$ cat config.mk
export PLATFORM = sky130hd
export DESIGN_NAME = hazard_detection_unit
export DESIGN_NICKNAME = d
export VERILOG_FILES = /design/src/hdl/pipe_pkg.sv /design/src/hdl/hazard_detection_unit.sv
export VERILOG_INCLUDE_DIRS = /design/src /design/src/include
export SDC_FILE = /design/constraint.sdc
export NUM_CORES = 1
export LEC_CHECK = 0
export BUFFER_PORTS_ARGS = -buffer_cell sky130_fd_sc_hd__buf_4
export CORE_AREA = 2 2 53 55
export DETAILED_ROUTE_END_ITERATION = 12
export DIE_AREA = 0 0 55 57
export GPL_TIMING_DRIVEN = 0
export PLACE_DENSITY = 0.77
export SLEW_MARGIN = 20
export SYNTH_ARGS = -nofsm -noshare
export SYNTH_HDL_FRONTEND = slang
export SYNTH_SLANG_ARGS = --single-unit
$ cat constraint.sdc
create_clock -name vclk -period 2.3
set_input_delay 0.345 -clock vclk [all_inputs]
set_output_delay 0.345 -clock vclk [all_outputs]
set_load 0.01 [all_outputs]
$ cat src/include/mips_macros.svh
`ifndef MIPS_MACROS_SVH
`define MIPS_MACROS_SVH

// datapath and register-address widths
`define NB_DATA    32
`define NB_ADDR    5

// memory depths in 32-bit words
`define IMEM_DEPTH 64
`define DMEM_DEPTH 64

// forwarding select width
`define NB_FW      2

`endif

$ cat src/hdl/pipe_pkg.sv
`include "mips_macros.svh"

package pipe_pkg;

    typedef enum logic [2:0] {
        ADD,
        SUB,
        AND,
        OR,
        SLT
    } aluOp_e;

    // built in ID, travels down to WB
    typedef struct packed {
        logic   regWrite;
        logic   memRead;
        logic   memWrite;
        logic   mem2reg;     // write-back takes memory data
        logic   regDst;      // rd instead of rt
        logic   aluSrcImm;
        aluOp_e aluOp;
    } ctrl_t;

    typedef struct packed {
        ctrl_t               ctrl;
        logic [`NB_ADDR-1:0] rs;
        logic [`NB_ADDR-1:0] rt;
        logic [`NB_ADDR-1:0] rd;
        logic [`NB_DATA-1:0] regA;
        logic [`NB_DATA-1:0] regB;
        logic [`NB_DATA-1:0] immediate;   // sign extended
    } idEx_t;

    typedef struct packed {
        ctrl_t               ctrl;
        logic [`NB_ADDR-1:0] writeReg;
        logic [`NB_DATA-1:0] aluResult;
        logic [`NB_DATA-1:0] data4Mem;
    } exMem_t;

    typedef struct packed {
        logic                regWrite;
        logic [`NB_ADDR-1:0] reg2write;
        logic [`NB_DATA-1:0] writeData;
    } wb_t;

    typedef struct packed {
        logic                                valid;
        logic [$clog2(`DMEM_DEPTH)+1:0]      dataAddr;   // byte address
        logic [`NB_DATA-1:0]                 data2mem;
    } store_t;

    typedef enum logic [`NB_FW-1:0] {
        REG,
        MEMWB,
        EXMEM
    } fwSel_e;

endpackage

$ cat src/hdl/hazard_detection_unit.sv
`timescale 1ns/1ns
`include "mips_macros.svh"

module hazard_detection_unit (
    input  logic [`NB_ADDR-1:0] i_rsIFID,
    input  logic [`NB_ADDR-1:0] i_rtIFID,
    input  pipe_pkg::idEx_t     i_idEx,
    input  logic [`NB_ADDR-1:0] i_exMemDest,
    input  logic                i_exMemLoad,
    input  logic                i_isBranch,
    output logic                o_stall
);
    logic [`NB_ADDR-1:0] exDest;
    logic                loadUse;
    logic                exBusy;
    logic                memLoadBusy;

    function automatic logic hits(input logic [`NB_ADDR-1:0] dest,
                                  input logic [`NB_ADDR-1:0] rs,
                                  input logic [`NB_ADDR-1:0] rt);
        return dest != '0 && (dest == rs || dest == rt);
    endfunction

    assign exDest      = i_idEx.ctrl.regDst ? i_idEx.rd : i_idEx.rt;
    assign loadUse     = i_idEx.ctrl.memRead && hits(i_idEx.rt, i_rsIFID, i_rtIFID);
    // BEQ compares in ID, so EX results and loads in MEM are too late
    assign exBusy      = i_idEx.ctrl.regWrite && hits(exDest, i_rsIFID, i_rtIFID);
    assign memLoadBusy = i_exMemLoad && hits(i_exMemDest, i_rsIFID, i_rtIFID);

    assign o_stall = loadUse || (i_isBranch && (exBusy || memLoadBusy));

endmodule

==> results summary, run 1 <==
The flow ran to the end, and the final reports show no timing, DRC or antenna violations. The via count of the first global-routing pass came out at 600. The final layout contains 230 nets. The highest ir drop seen on vdd came out at 79.7 uV. The average cell area after synthesis came out at 7.65 um2. The average via count per standard cell came out at 4.46. For the pin with the worst max-slew slack, the measured transition is 0.305 ns. The XOR/XNOR share of the synthesized area came out at 0.563. The standby leakage power came out at 0.337 nW.

The number of core rows came out at 19. For this run the aggregate overflow at the end of global routing stands at 0. The maximum fanout encountered on the critical timing path is 4. After global routing, the most crowded layer is met2. The max-capacitance violation count came out at 0. The worst setup path is captured at an output port. The final setup violation count came out at 0.

Timing would allow up to 444 MHz. The fraction of met2 tracks used by global routing came out at 0.197. The area fraction in compound gates after synthesis is 0.113. The residual antenna-violating net count after detailed routing is 0.

The total negative slack for setup checks is 0 ns. The core region is 2620 um2. The first-pass GRT wire length is 2680 um. The die boundary height came out at 57 um.

Dividing the final minimum period by the clock period gives 0.980. The overall die width is 55 um. Summed over all layers, the routed wires come to 1650 um.

The worst slew margin relative to its limit came out at 0.791. Dividing total power by cell area gives a power density of 187 nW/um2. The proportion of synthesized chip area in sequential cells is 0. Of the total synthesized cell area, the portion taken by full adders, half adders and majority gates is 0. The routing usage on met1 is 0.155. The last weighted congestion value of the routability-driven placer is 0.796. The total setup buffers inserted after CTS came out at 0. Of the total synthesized cell area, the portion taken by AND, OR, NAND and NOR gates is 0.198. The worst endpoint data arrival time came out at 1.91 ns. In this run the cell area of the synthesized design comes to 467 um2. Once layout is complete, the cells apart from fillers number 122. The clock buffer count came out at 0. The synthesized instance count is 61. The count of TritonRoute iterations in the first routing pass is 3. The category of the worst setup path launch point is an input port. The fraction of synthesized area in multiplexers is 0.107. By area, the combinational part of the netlist is dominated by XOR/XNOR gates. The estimated wirelength of the detail-placed design is 1530 um. The total nets after synthesis came out at 198.

The number of remaining DRC errors came out at 0. The design draws 0.137 mW. The type of the worst setup path is in -> out.

The largest net degree at the start of global routing came out at 8. STA puts the critical path data required time at 1.96 ns. The number of gates resized after CTS was 0. The share of final-layout standard cells stronger than drive strength 1 is 0.363. The boundary pin count came out at 138. The overall die area came out at 3140 um2. The first routing iteration left 3 violations.

The initial antenna violation count came out at 0. The sequential cell count came out at 0. The count of input and output buffers is 30. The layout overhead on the synthesized area is 56.6%. The number of max-slew violations in the final report is 0.

The final antenna diode count is 0. The fill cell instance count of the final layout came out at 302. The number of synthesis warnings is 0. The met3 global-route usage is 0. The register area is 0 um2. After detailed placement, the design holds a cell count of 122. The routed length per placed instance came out at 13.5 um. Yosys mapped the design onto 19 distinct sky130hd cell types.

The most common cell after layout, fill and taps aside is sky130_fd_sc_hd__buf_4. The minimum clock period after layout came out at 2.25 ns. The number of failing hold endpoints at the final stage came out at 0. Hold repair after CTS inserted 0 buffers. The path class of the tightest hold or removal check is in -> out. In the global route stage, overall resource usage came out at 0.110.

The initial utilization of the core area, before any placement, comes to 0.178. The detailed-route via count came out at 544. Setup repair after global routing left no endpoint under its margin. The top cell types in the final layout, fill and taps aside, are 30 x sky130_fd_sc_hd__buf_4, 26 x sky130_fd_sc_hd__xor2_1, 5 x sky130_fd_sc_hd__mux2i_1.
per-stage QoR:
stage	worst slack, ns	hold slack [ns]	util	cell area (um2)
6_report	0.0459	1.21	0.279	731
5_1_grt	0.00413	1.25	0.279	731
4_1_cts	0.0682	1.20	0.279	731
3_5_place_dp	0.0819	1.20	0.279	731
3_3_place_gp	0.104	1.20	0.279	731
2_1_floorplan	0.413	0.977	-	467
synthesized netlist by cell type, drive strengths merged:
cell    instances  area, um2
o21ai           1       5.00
nor3            4       20.0
o31ai           1       12.5
or3             1       6.26
nor4            3       18.8
nor2            4       15.0
buf             1       5.00
inv             1       3.75
o22ai           1       6.26
xor2           26        228
or4             2       18.8
nand2           1       3.75
a22oi           2       15.0
a31oi           1       6.26
xnor2           4       35.0
nand3           2       10.0
mux2i           5       50.1
o211ai          1       7.51
where the power goes:
group | total, mW | switching [mW] | internal [mW]
combinational | 0.137 | 0.0644 | 0.0724
clock | 0 | 0 | 0
sequential | 0 | 0 | 0
metal layers:
| layer | part of all wire | vias up |
|---|---|---|
| li1 | - | 276 |
| met3 | 0.049 | 0 |
| met5 | 0 | - |
| met2 | 0.52 | 19 |
| met1 | 0.43 | 249 |
| met4 | 0 | 0 |
area by class of cell:
type                            instances  area (um2)  share of cell area
Multi-Input combinational cell         59         458               0.627
Timing Repair Buffer                   30         225               0.308
Buffer                                  1        5.00             0.00685
Tap cell                               31        38.8              0.0531
Inverter                                1        3.75             0.00514
critical path, cell delays in order:
cell,delay (ns)
sky130_fd_sc_hd__buf_4,0.13
sky130_fd_sc_hd__or4_4,0.54
sky130_fd_sc_hd__o31ai_2,0.27
sky130_fd_sc_hd__nor4_1,0.10
sky130_fd_sc_hd__or3_1,0.36
sky130_fd_sc_hd__buf_4,0.15
cells by family after synthesis:
family / after synthesis
buffers and inverters: 2
xor gates and xnor gates: 30
and+or+nand+nor: 17
AOI/OAI and AO/OA: 7
muxes: 5
worst paths after layout:
kind / start / end / depth (start not counted)
min: i_idEx[118] / o_stall / 5
max: i_idEx[101] / o_stall / 6
Note: power is estimated with default switching activity, not from simulation.
==> run 2: changes to the inputs <==
--- a/config.mk
+++ b/config.mk
@@ -6,7 +6,7 @@
 export SDC_FILE = /design/constraint.sdc
 export NUM_CORES = 1
 export LEC_CHECK = 0
-export BUFFER_PORTS_ARGS = -buffer_cell sky130_fd_sc_hd__buf_4
+export BUFFER_PORTS_ARGS = -buffer_cell sky130_fd_sc_hd__buf_2
 export CORE_AREA = 2 2 53 55
 export DETAILED_ROUTE_END_ITERATION = 12
 export DIE_AREA = 0 0 55 57
==> run 2 against run 1 <==
  * Power fell by 11%
  * Cell area fell by 9.1%
  * Sequential share of layout area unchanged
  * Critical endpoint unchanged
  * Largest cell class unchanged
==> results summary, run 2 (synthesis gave the netlist of run 1 again) <==
The total negative slack for setup checks is 0 ns (unchanged). The type of the worst setup path is in -> out. The type of destination of the critical path is an output port. The routed length per placed instance was 12.1 um (-10%). The sequential cell count was 0 (unchanged).

The switching power total was 0.0642 mW (-0.27%). The initial antenna violation count came out at 0 (unchanged). The worst slew margin relative to its limit is 0.792 (about the same). The die boundary height came out at 57 um (unchanged). The minimum clock period after layout is 2.17 ns (-0.0796 ns). Tracing the worst setup path back leads to its startpoint at i_idEx[101]. The average via count per standard cell came out at 4.44 (-0.37%). The residual antenna-violating net count after detailed routing came to 0 (unchanged). The number of instances resized during post-cts repair came out at 0 (unchanged). The max-capacitance violation count came out at 0 (unchanged).

The floorplan core area came out at 2620 um2 (unchanged). The post-route worst hold slack came out at 1.21 ns (+0.00583 ns). The maximum achievable frequency came to 460 MHz (+3.7%). The number of core rows came out at 19 (unchanged). The worst stage delay on the critical path is 0.55 ns (about the same). Leaving out fill and tap cells, the most frequent cell in the layout is sky130_fd_sc_hd__buf_2. The boundary pin count is 138 (unchanged). The number of buffer and inverter instances along the worst setup path is 2 (unchanged). The total setup buffers inserted after CTS is 0 (unchanged).

The via count of the first global-routing pass came out at 537 (-11%). The critical path ends at o_stall. The number of design-rule violations left by the first detailed-router iteration came to 4 (+1). The internal power of the cells is 0.0577 mW (-20%). In this run the top signal layer used is met4. The maximum fanout encountered on the critical timing path is 4 (unchanged).

The number of cells on the critical path is 6 (unchanged). The share of the clock period used by the worst path after layout came out at 0.945 (-0.0346). Among cell families on the critical path, the largest total delay comes from simple AND/OR/NAND/NOR gates. The first-pass GRT wire length is 2420 um (-9.6%). The overall die width is 55 um (unchanged). The highest ir drop seen on vdd is 72.4 uV (-9.2%). On the critical path, the stage with the largest delay is an instance of sky130_fd_sc_hd__or4_4.

The overall die area is 3140 um2 (unchanged). The aggregate routed wire length is 1480 um (-10%). The routed metal-1 wire length was 688 um (-3.4%). The relative contribution of combinational cells to total power came out at 1.000 (about the same). The number of buffers added to fix hold violations after cts was 0 (unchanged). The detailed-route via count came out at 542 (-0.37%).

The initial standard-cell utilization of the core came to 0.178 (unchanged). The clock buffer count is 0 (unchanged). The final total power is 0.122 mW (-11%). Relative to the synthesized area, the layout overhead comes to 42.4%. The flow ran to the end, and the final reports show no timing, DRC or antenna violations. The number of failing hold endpoints at the final stage came out at 0 (unchanged).

The standby leakage power is 0.313 nW (-7.2%). The number of remaining DRC errors is 0 (unchanged). The cell area after placement is 656 um2 (-10%). The estimated wirelength of the detail-placed design is 1330 um (-13%). The total overflow reported by the global router came out at 0 (unchanged).

The switching share of total power came out at 0.527 (+0.0562). The fraction of power consumed by sequential logic is 0 (unchanged). The number of max-slew violations in the final report is 0 (unchanged).

The count of input and output buffers came out at 30 (unchanged). The worst path required time is 1.96 ns (about the same). The number of standard cells in the final layout excluding fillers is 122 (unchanged). The wire length on met2 came out at 657 um (-23%). The global-route usage over all layers is 0.0997 (-0.0103).

The share of final-layout standard cells stronger than drive strength 1 came to 0.363 (unchanged). The total power divided by cell area is 183 nW/um2 (-2.0%). The count of nets after finishing is 230 (unchanged). The worst setup path is launched from an input port.

In the layout the commonest cells are 31 x sky130_fd_sc_hd__buf_2, 26 x sky130_fd_sc_hd__xor2_1, 5 x sky130_fd_sc_hd__mux2i_1. The summed area of non-filler cells in the final layout came out at 664 um2 (-9.1%). The largest net degree at the start of global routing was 8 (unchanged). The cell count after placement is 122 (unchanged). In this design, the critical path's most frequently occurring cell is sky130_fd_sc_hd__buf_2. The wire length on met3 came out at 121 um (+49%). The last weighted congestion value of the routability-driven placer is 0.761 (-4.4%).

The final antenna diode count came out at 0 (unchanged). The slew at the pin closest to its max-slew limit came out at 0.304 ns (-0.000841 ns). The register area came to 0 um2 (unchanged). The worst endpoint data arrival time came out at 1.83 ns (-0.08 ns).

The final setup violation count came out at 0 (unchanged). The count of TritonRoute iterations in the first routing pass came out at 2 (-1). The portion of total power attributed to the clock network came out at 0 (unchanged). Setup repair after global routing left no endpoint under its margin.

The signal on the critical path passes through buf_2, or4_4, o31ai_4, nor4_1, or3_1, buf_2. The tightest min-delay check is of the in -> out type.
[run 2: cell count changes in the layout (fill, tap and decap cells not counted)]
cell                      change
sky130_fd_sc_hd__buf_4       -30
sky130_fd_sc_hd__buf_2       +30
sky130_fd_sc_hd__o31ai_2      -1
sky130_fd_sc_hd__o31ai_4      +1
[run 2: cell type report]
cell class                      count  area, um2
Buffer                              1       5.00
Fill cell                         298       1950
Inverter                            1       3.75
Multi-Input combinational cell     59        467
Tap cell                           31       38.8
Timing Repair Buffer               30        150
[run 2: power groups by stage]
stage          Sequential, mW  Combinational (mW)  Clock (mW)
6_report                    0               0.122           0
5_1_grt                     0               0.135           0
4_1_cts                     0               0.121           0
3_5_place_dp                0               0.120           0
3_3_place_gp                0               0.118           0
2_1_floorplan               0              0.0648           0
[run 2: tightest hold or removal path, stage by stage]
cell,delay [ns]
sky130_fd_sc_hd__buf_2,0.07
sky130_fd_sc_hd__o21ai_0,0.09
sky130_fd_sc_hd__o22ai_1,0.10
sky130_fd_sc_hd__or3_1,0.13
sky130_fd_sc_hd__buf_2,0.13
[run 2: routing by layer]
| metal | GRT usage | up-vias |
|---|---|---|
| met5 | 0 | - |
| met4 | 0.0105 | 0 |
| met3 | 0.0105 | 2 |
| met2 | 0.158 | 21 |
| met1 | 0.149 | 242 |
| li1 | - | 277 |
[run 2: worst min-delay path by stage]
stage / from / to / cells past startpoint
2_1_floorplan: i_idEx[118] / o_stall / 3
3_3_place_gp: i_idEx[118] / o_stall / 5
4_1_cts: i_idEx[118] / o_stall / 5
6_report: i_idEx[118] / o_stall / 5
5_1_grt: i_idEx[118] / o_stall / 5
3_5_place_dp: i_idEx[118] / o_stall / 5
[run 2: through the flow]
| step | utilization | worst slack, ns |
|---|---|---|
| after global routing | 0.254 | 0.0373 |
| after global placement | 0.251 | 0.107 |
| after floorplan | - | 0.413 |
| after detailed placement | 0.251 | 0.114 |
| final | 0.254 | 0.126 |
| after CTS | 0.251 | 0.102 |
==> run 3: changes to the inputs <==
--- a/config.mk
+++ b/config.mk
@@ -7,11 +7,11 @@
 export NUM_CORES = 1
 export LEC_CHECK = 0
 export BUFFER_PORTS_ARGS = -buffer_cell sky130_fd_sc_hd__buf_2
-export CORE_AREA = 2 2 53 55
+export CORE_AREA = 2 2 54 56
 export DETAILED_ROUTE_END_ITERATION = 12
-export DIE_AREA = 0 0 55 57
+export DIE_AREA = 0 0 56 58
 export GPL_TIMING_DRIVEN = 0
-export PLACE_DENSITY = 0.77
+export PLACE_DENSITY = 0.75
 export SLEW_MARGIN = 20
 export SYNTH_ARGS = -nofsm -noshare
 export SYNTH_HDL_FRONTEND = slang
==> constraint.sdc (replaced) <==
create_clock -name vclk -period 2.6
set_input_delay 0.39 -clock vclk [all_inputs]
set_output_delay 0.39 -clock vclk [all_outputs]
set_load 0.01 [all_outputs]
==> run 3 against run 2 <==
  * Power decreased by 14%
  * Routed wire length rose by 0.95%
  * First-iteration DRC count rose to 3.0 times the previous value
  * Non-clock buffer count unchanged
  * Setup slack improved by 0.18 ns
  * Clock-buffer cell count unchanged
  * Cell area fell by 1.3%
  * Die area increased by 3.6%
  * Combinational power shrank 14%
  * Largest cell class unchanged
  * Final cell count unchanged
==> results summary, run 3 (synthesis gave the netlist of run 1 again) <==
The flow ran to the end, and the final reports show no timing, DRC or antenna violations. The portion of total power attributed to the clock network came out at 0 (unchanged). The number of failing hold endpoints at the final stage is 0 (unchanged).

The global-route usage over all layers is 0.0924 (-0.00730). The final antenna diode count was 0 (unchanged). The worst hold path stage count was 5 (unchanged). Based on the critical path, the design can be clocked at up to 436 MHz. The via count of the first global-routing pass came out at 550 (+2.4%). The number of instances resized during post-cts repair is 0 (unchanged). The post-route worst hold slack is 1.31 ns (+0.0984 ns).

The total setup buffers inserted after CTS came to 0 (unchanged). The worst stage delay on the critical path is 0.53 ns (-0.02 ns). The sequential cell count came out at 0 (unchanged).

The highest ir drop seen on vdd is 63.1 uV (-13%). The internal power of the cells came out at 0.0506 mW (-12%). The share of final-layout standard cells stronger than drive strength 1 is 0.363 (unchanged). Setup repair after global routing left no endpoint under its margin. The number of core rows is 19 (unchanged).

The minimum clock period after layout is 2.30 ns. The initial standard-cell utilization of the core came out at 0.175 (-0.00319). The kind of cell adding the most delay to the critical path is simple AND/OR/NAND/NOR gates. The number of max-slew violations in the final report was 0 (unchanged). The first-pass GRT wire length came to 2490 um (+2.9%). The switching share of total power came out at 0.520 (-0.00692).

The switching power total is 0.0548 mW (-15%). The relative contribution of combinational cells to total power is 1.000 (about the same). The last weighted congestion value of the routability-driven placer is 0.734 (-3.6%). The number of standard cells in the final layout excluding fillers is 122 (unchanged).

The register area is 0 um2 (unchanged). The cell count after placement came out at 122 (unchanged). The residual antenna-violating net count after detailed routing came out at 0 (unchanged). The count of input and output buffers came out at 30 (unchanged). The maximum fanout encountered on the critical timing path came out at 4 (unchanged). The aggregate routed wire length is 1500 um (+0.95%). The summed area of non-filler cells in the final layout came out at 656 um2 (-1.3%).

The count of nets after finishing is 230 (unchanged). The cell that appears most often on the critical path is sky130_fd_sc_hd__buf_2. STA classifies the critical path startpoint as an input port. The total power divided by cell area is 161 nW/um2 (-12%). The type of the worst setup path is in -> out. The share of the clock period used by the worst path after layout came out at 0.883.

The fraction of power consumed by sequential logic is 0 (unchanged). The layout overhead on the synthesized area came out at 40.5%. The total overflow reported by the global router came out at 0 (unchanged). The final setup violation count is 0 (unchanged). STA classifies the critical path endpoint as an output port. Leaving out fill and tap cells, the most frequent cells in the layout are 31 x sky130_fd_sc_hd__buf_2, 26 x sky130_fd_sc_hd__xor2_1, 5 x sky130_fd_sc_hd__mux2i_1. The classification of the worst-slack hold path is in -> out. The detailed-route via count is 532 (-1.8%). The most critical setup path has its endpoint at o_stall. The largest net degree at the start of global routing is 8 (unchanged). The boundary pin count came out at 138 (unchanged).

The slew at the pin closest to its max-slew limit came out at 0.273 ns (-0.0309 ns). The fill cell instance count of the final layout came out at 313 (+5.0%). Tracing the worst setup path back leads to its startpoint at i_idEx[101]. The count of TritonRoute iterations in the first routing pass is 4 (+2). The die boundary height came out at 58 um (+1.8%). The number of buffer and inverter instances along the worst setup path is 2 (unchanged). The worst endpoint data arrival time is 1.91 ns (+0.08 ns). The post-layout utilization of the core came out at 0.246 (-0.00783). Traced cell by cell, the critical path runs through buf_2, or4_4, o31ai_2, nor4_1, or3_1, buf_2. The cell area after placement came out at 656 um2 (unchanged). The floorplan core area came out at 2660 um2 (+1.8%).

Leaving out fill and tap cells, the most frequent cell in the layout is sky130_fd_sc_hd__buf_2. The number of remaining DRC errors came out at 0 (unchanged). The number of buffers added to fix hold violations after cts came out at 0 (unchanged). The clock buffer count came to 0 (unchanged). The total negative slack for setup checks is 0 ns (unchanged). The average via count per standard cell came to 4.36 (-1.8%). The overall die area was 3250 um2 (+3.6%). The routed length per placed instance came out at 12.3 um (+0.95%).

The number of cells on the critical path came out at 6 (unchanged). The worst path required time came out at 2.21 ns (+0.25 ns). The worst slew margin relative to its limit is 0.813 (+0.0212).

The slowest stage of the critical path is the sky130_fd_sc_hd__or4_4 cell. The max-capacitance violation count came out at 0 (unchanged). The overall die width came out at 56 um (+1.8%). The standby leakage power is 0.312 nW (-0.35%). The initial antenna violation count was 0 (unchanged). The number of design-rule violations left by the first detailed-router iteration was 12 (+8).
==> run 3: cell types whose count changed in the layout (fill, tap and decap cells not counted) <==
cell / previous run / this run
sky130_fd_sc_hd__o31ai_2: 0 / 1
sky130_fd_sc_hd__o31ai_4: 1 / 0
==> run 3: area by class of cell <==
type / instances / area [um2] / area share
inverter: 1 / 3.75 / 0.00573
buffer: 1 / 5.00 / 0.00763
timing repair buffer: 30 / 150 / 0.229
multi-input combinational: 59 / 458 / 0.698
tap: 31 / 38.8 / 0.0592
==> run 3: layer usage <==
metal	GRT usage	routed length (um)
met5	0	0
met2	0.155	648
met1	0.135	736
met3	0.00670	102
met4	0.0102	8
==> run 3: worst min-delay path by stage <==
stage,end,slack (ns),startpoint
floorplan,o_stall,1.07,i_idEx[118]
CTS,o_stall,1.30,i_idEx[118]
global route,o_stall,1.40,i_exMemLoad
finish,o_stall,1.31,i_idEx[118]
detailed placement,o_stall,1.30,i_idEx[118]
global placement,o_stall,1.30,i_idEx[118]
==> run 3: through the flow <==
step | power, mW | worst slack [ns]
floorplan | 0.0574 | 0.623
global placement | 0.104 | 0.315
detailed placement | 0.106 | 0.322
CTS | 0.106 | 0.310
global route | 0.117 | 0.242
finish | 0.105 | 0.305
==> run 3: power groups by stage <==
stage / clock (mW) / combinational [mW] / sequential, mW
after global routing: 0 / 0.117 / 0
after floorplan: 0 / 0.0574 / 0
after detailed placement: 0 / 0.106 / 0
after global placement: 0 / 0.104 / 0
after CTS: 0 / 0.106 / 0
final: 0 / 0.105 / 0
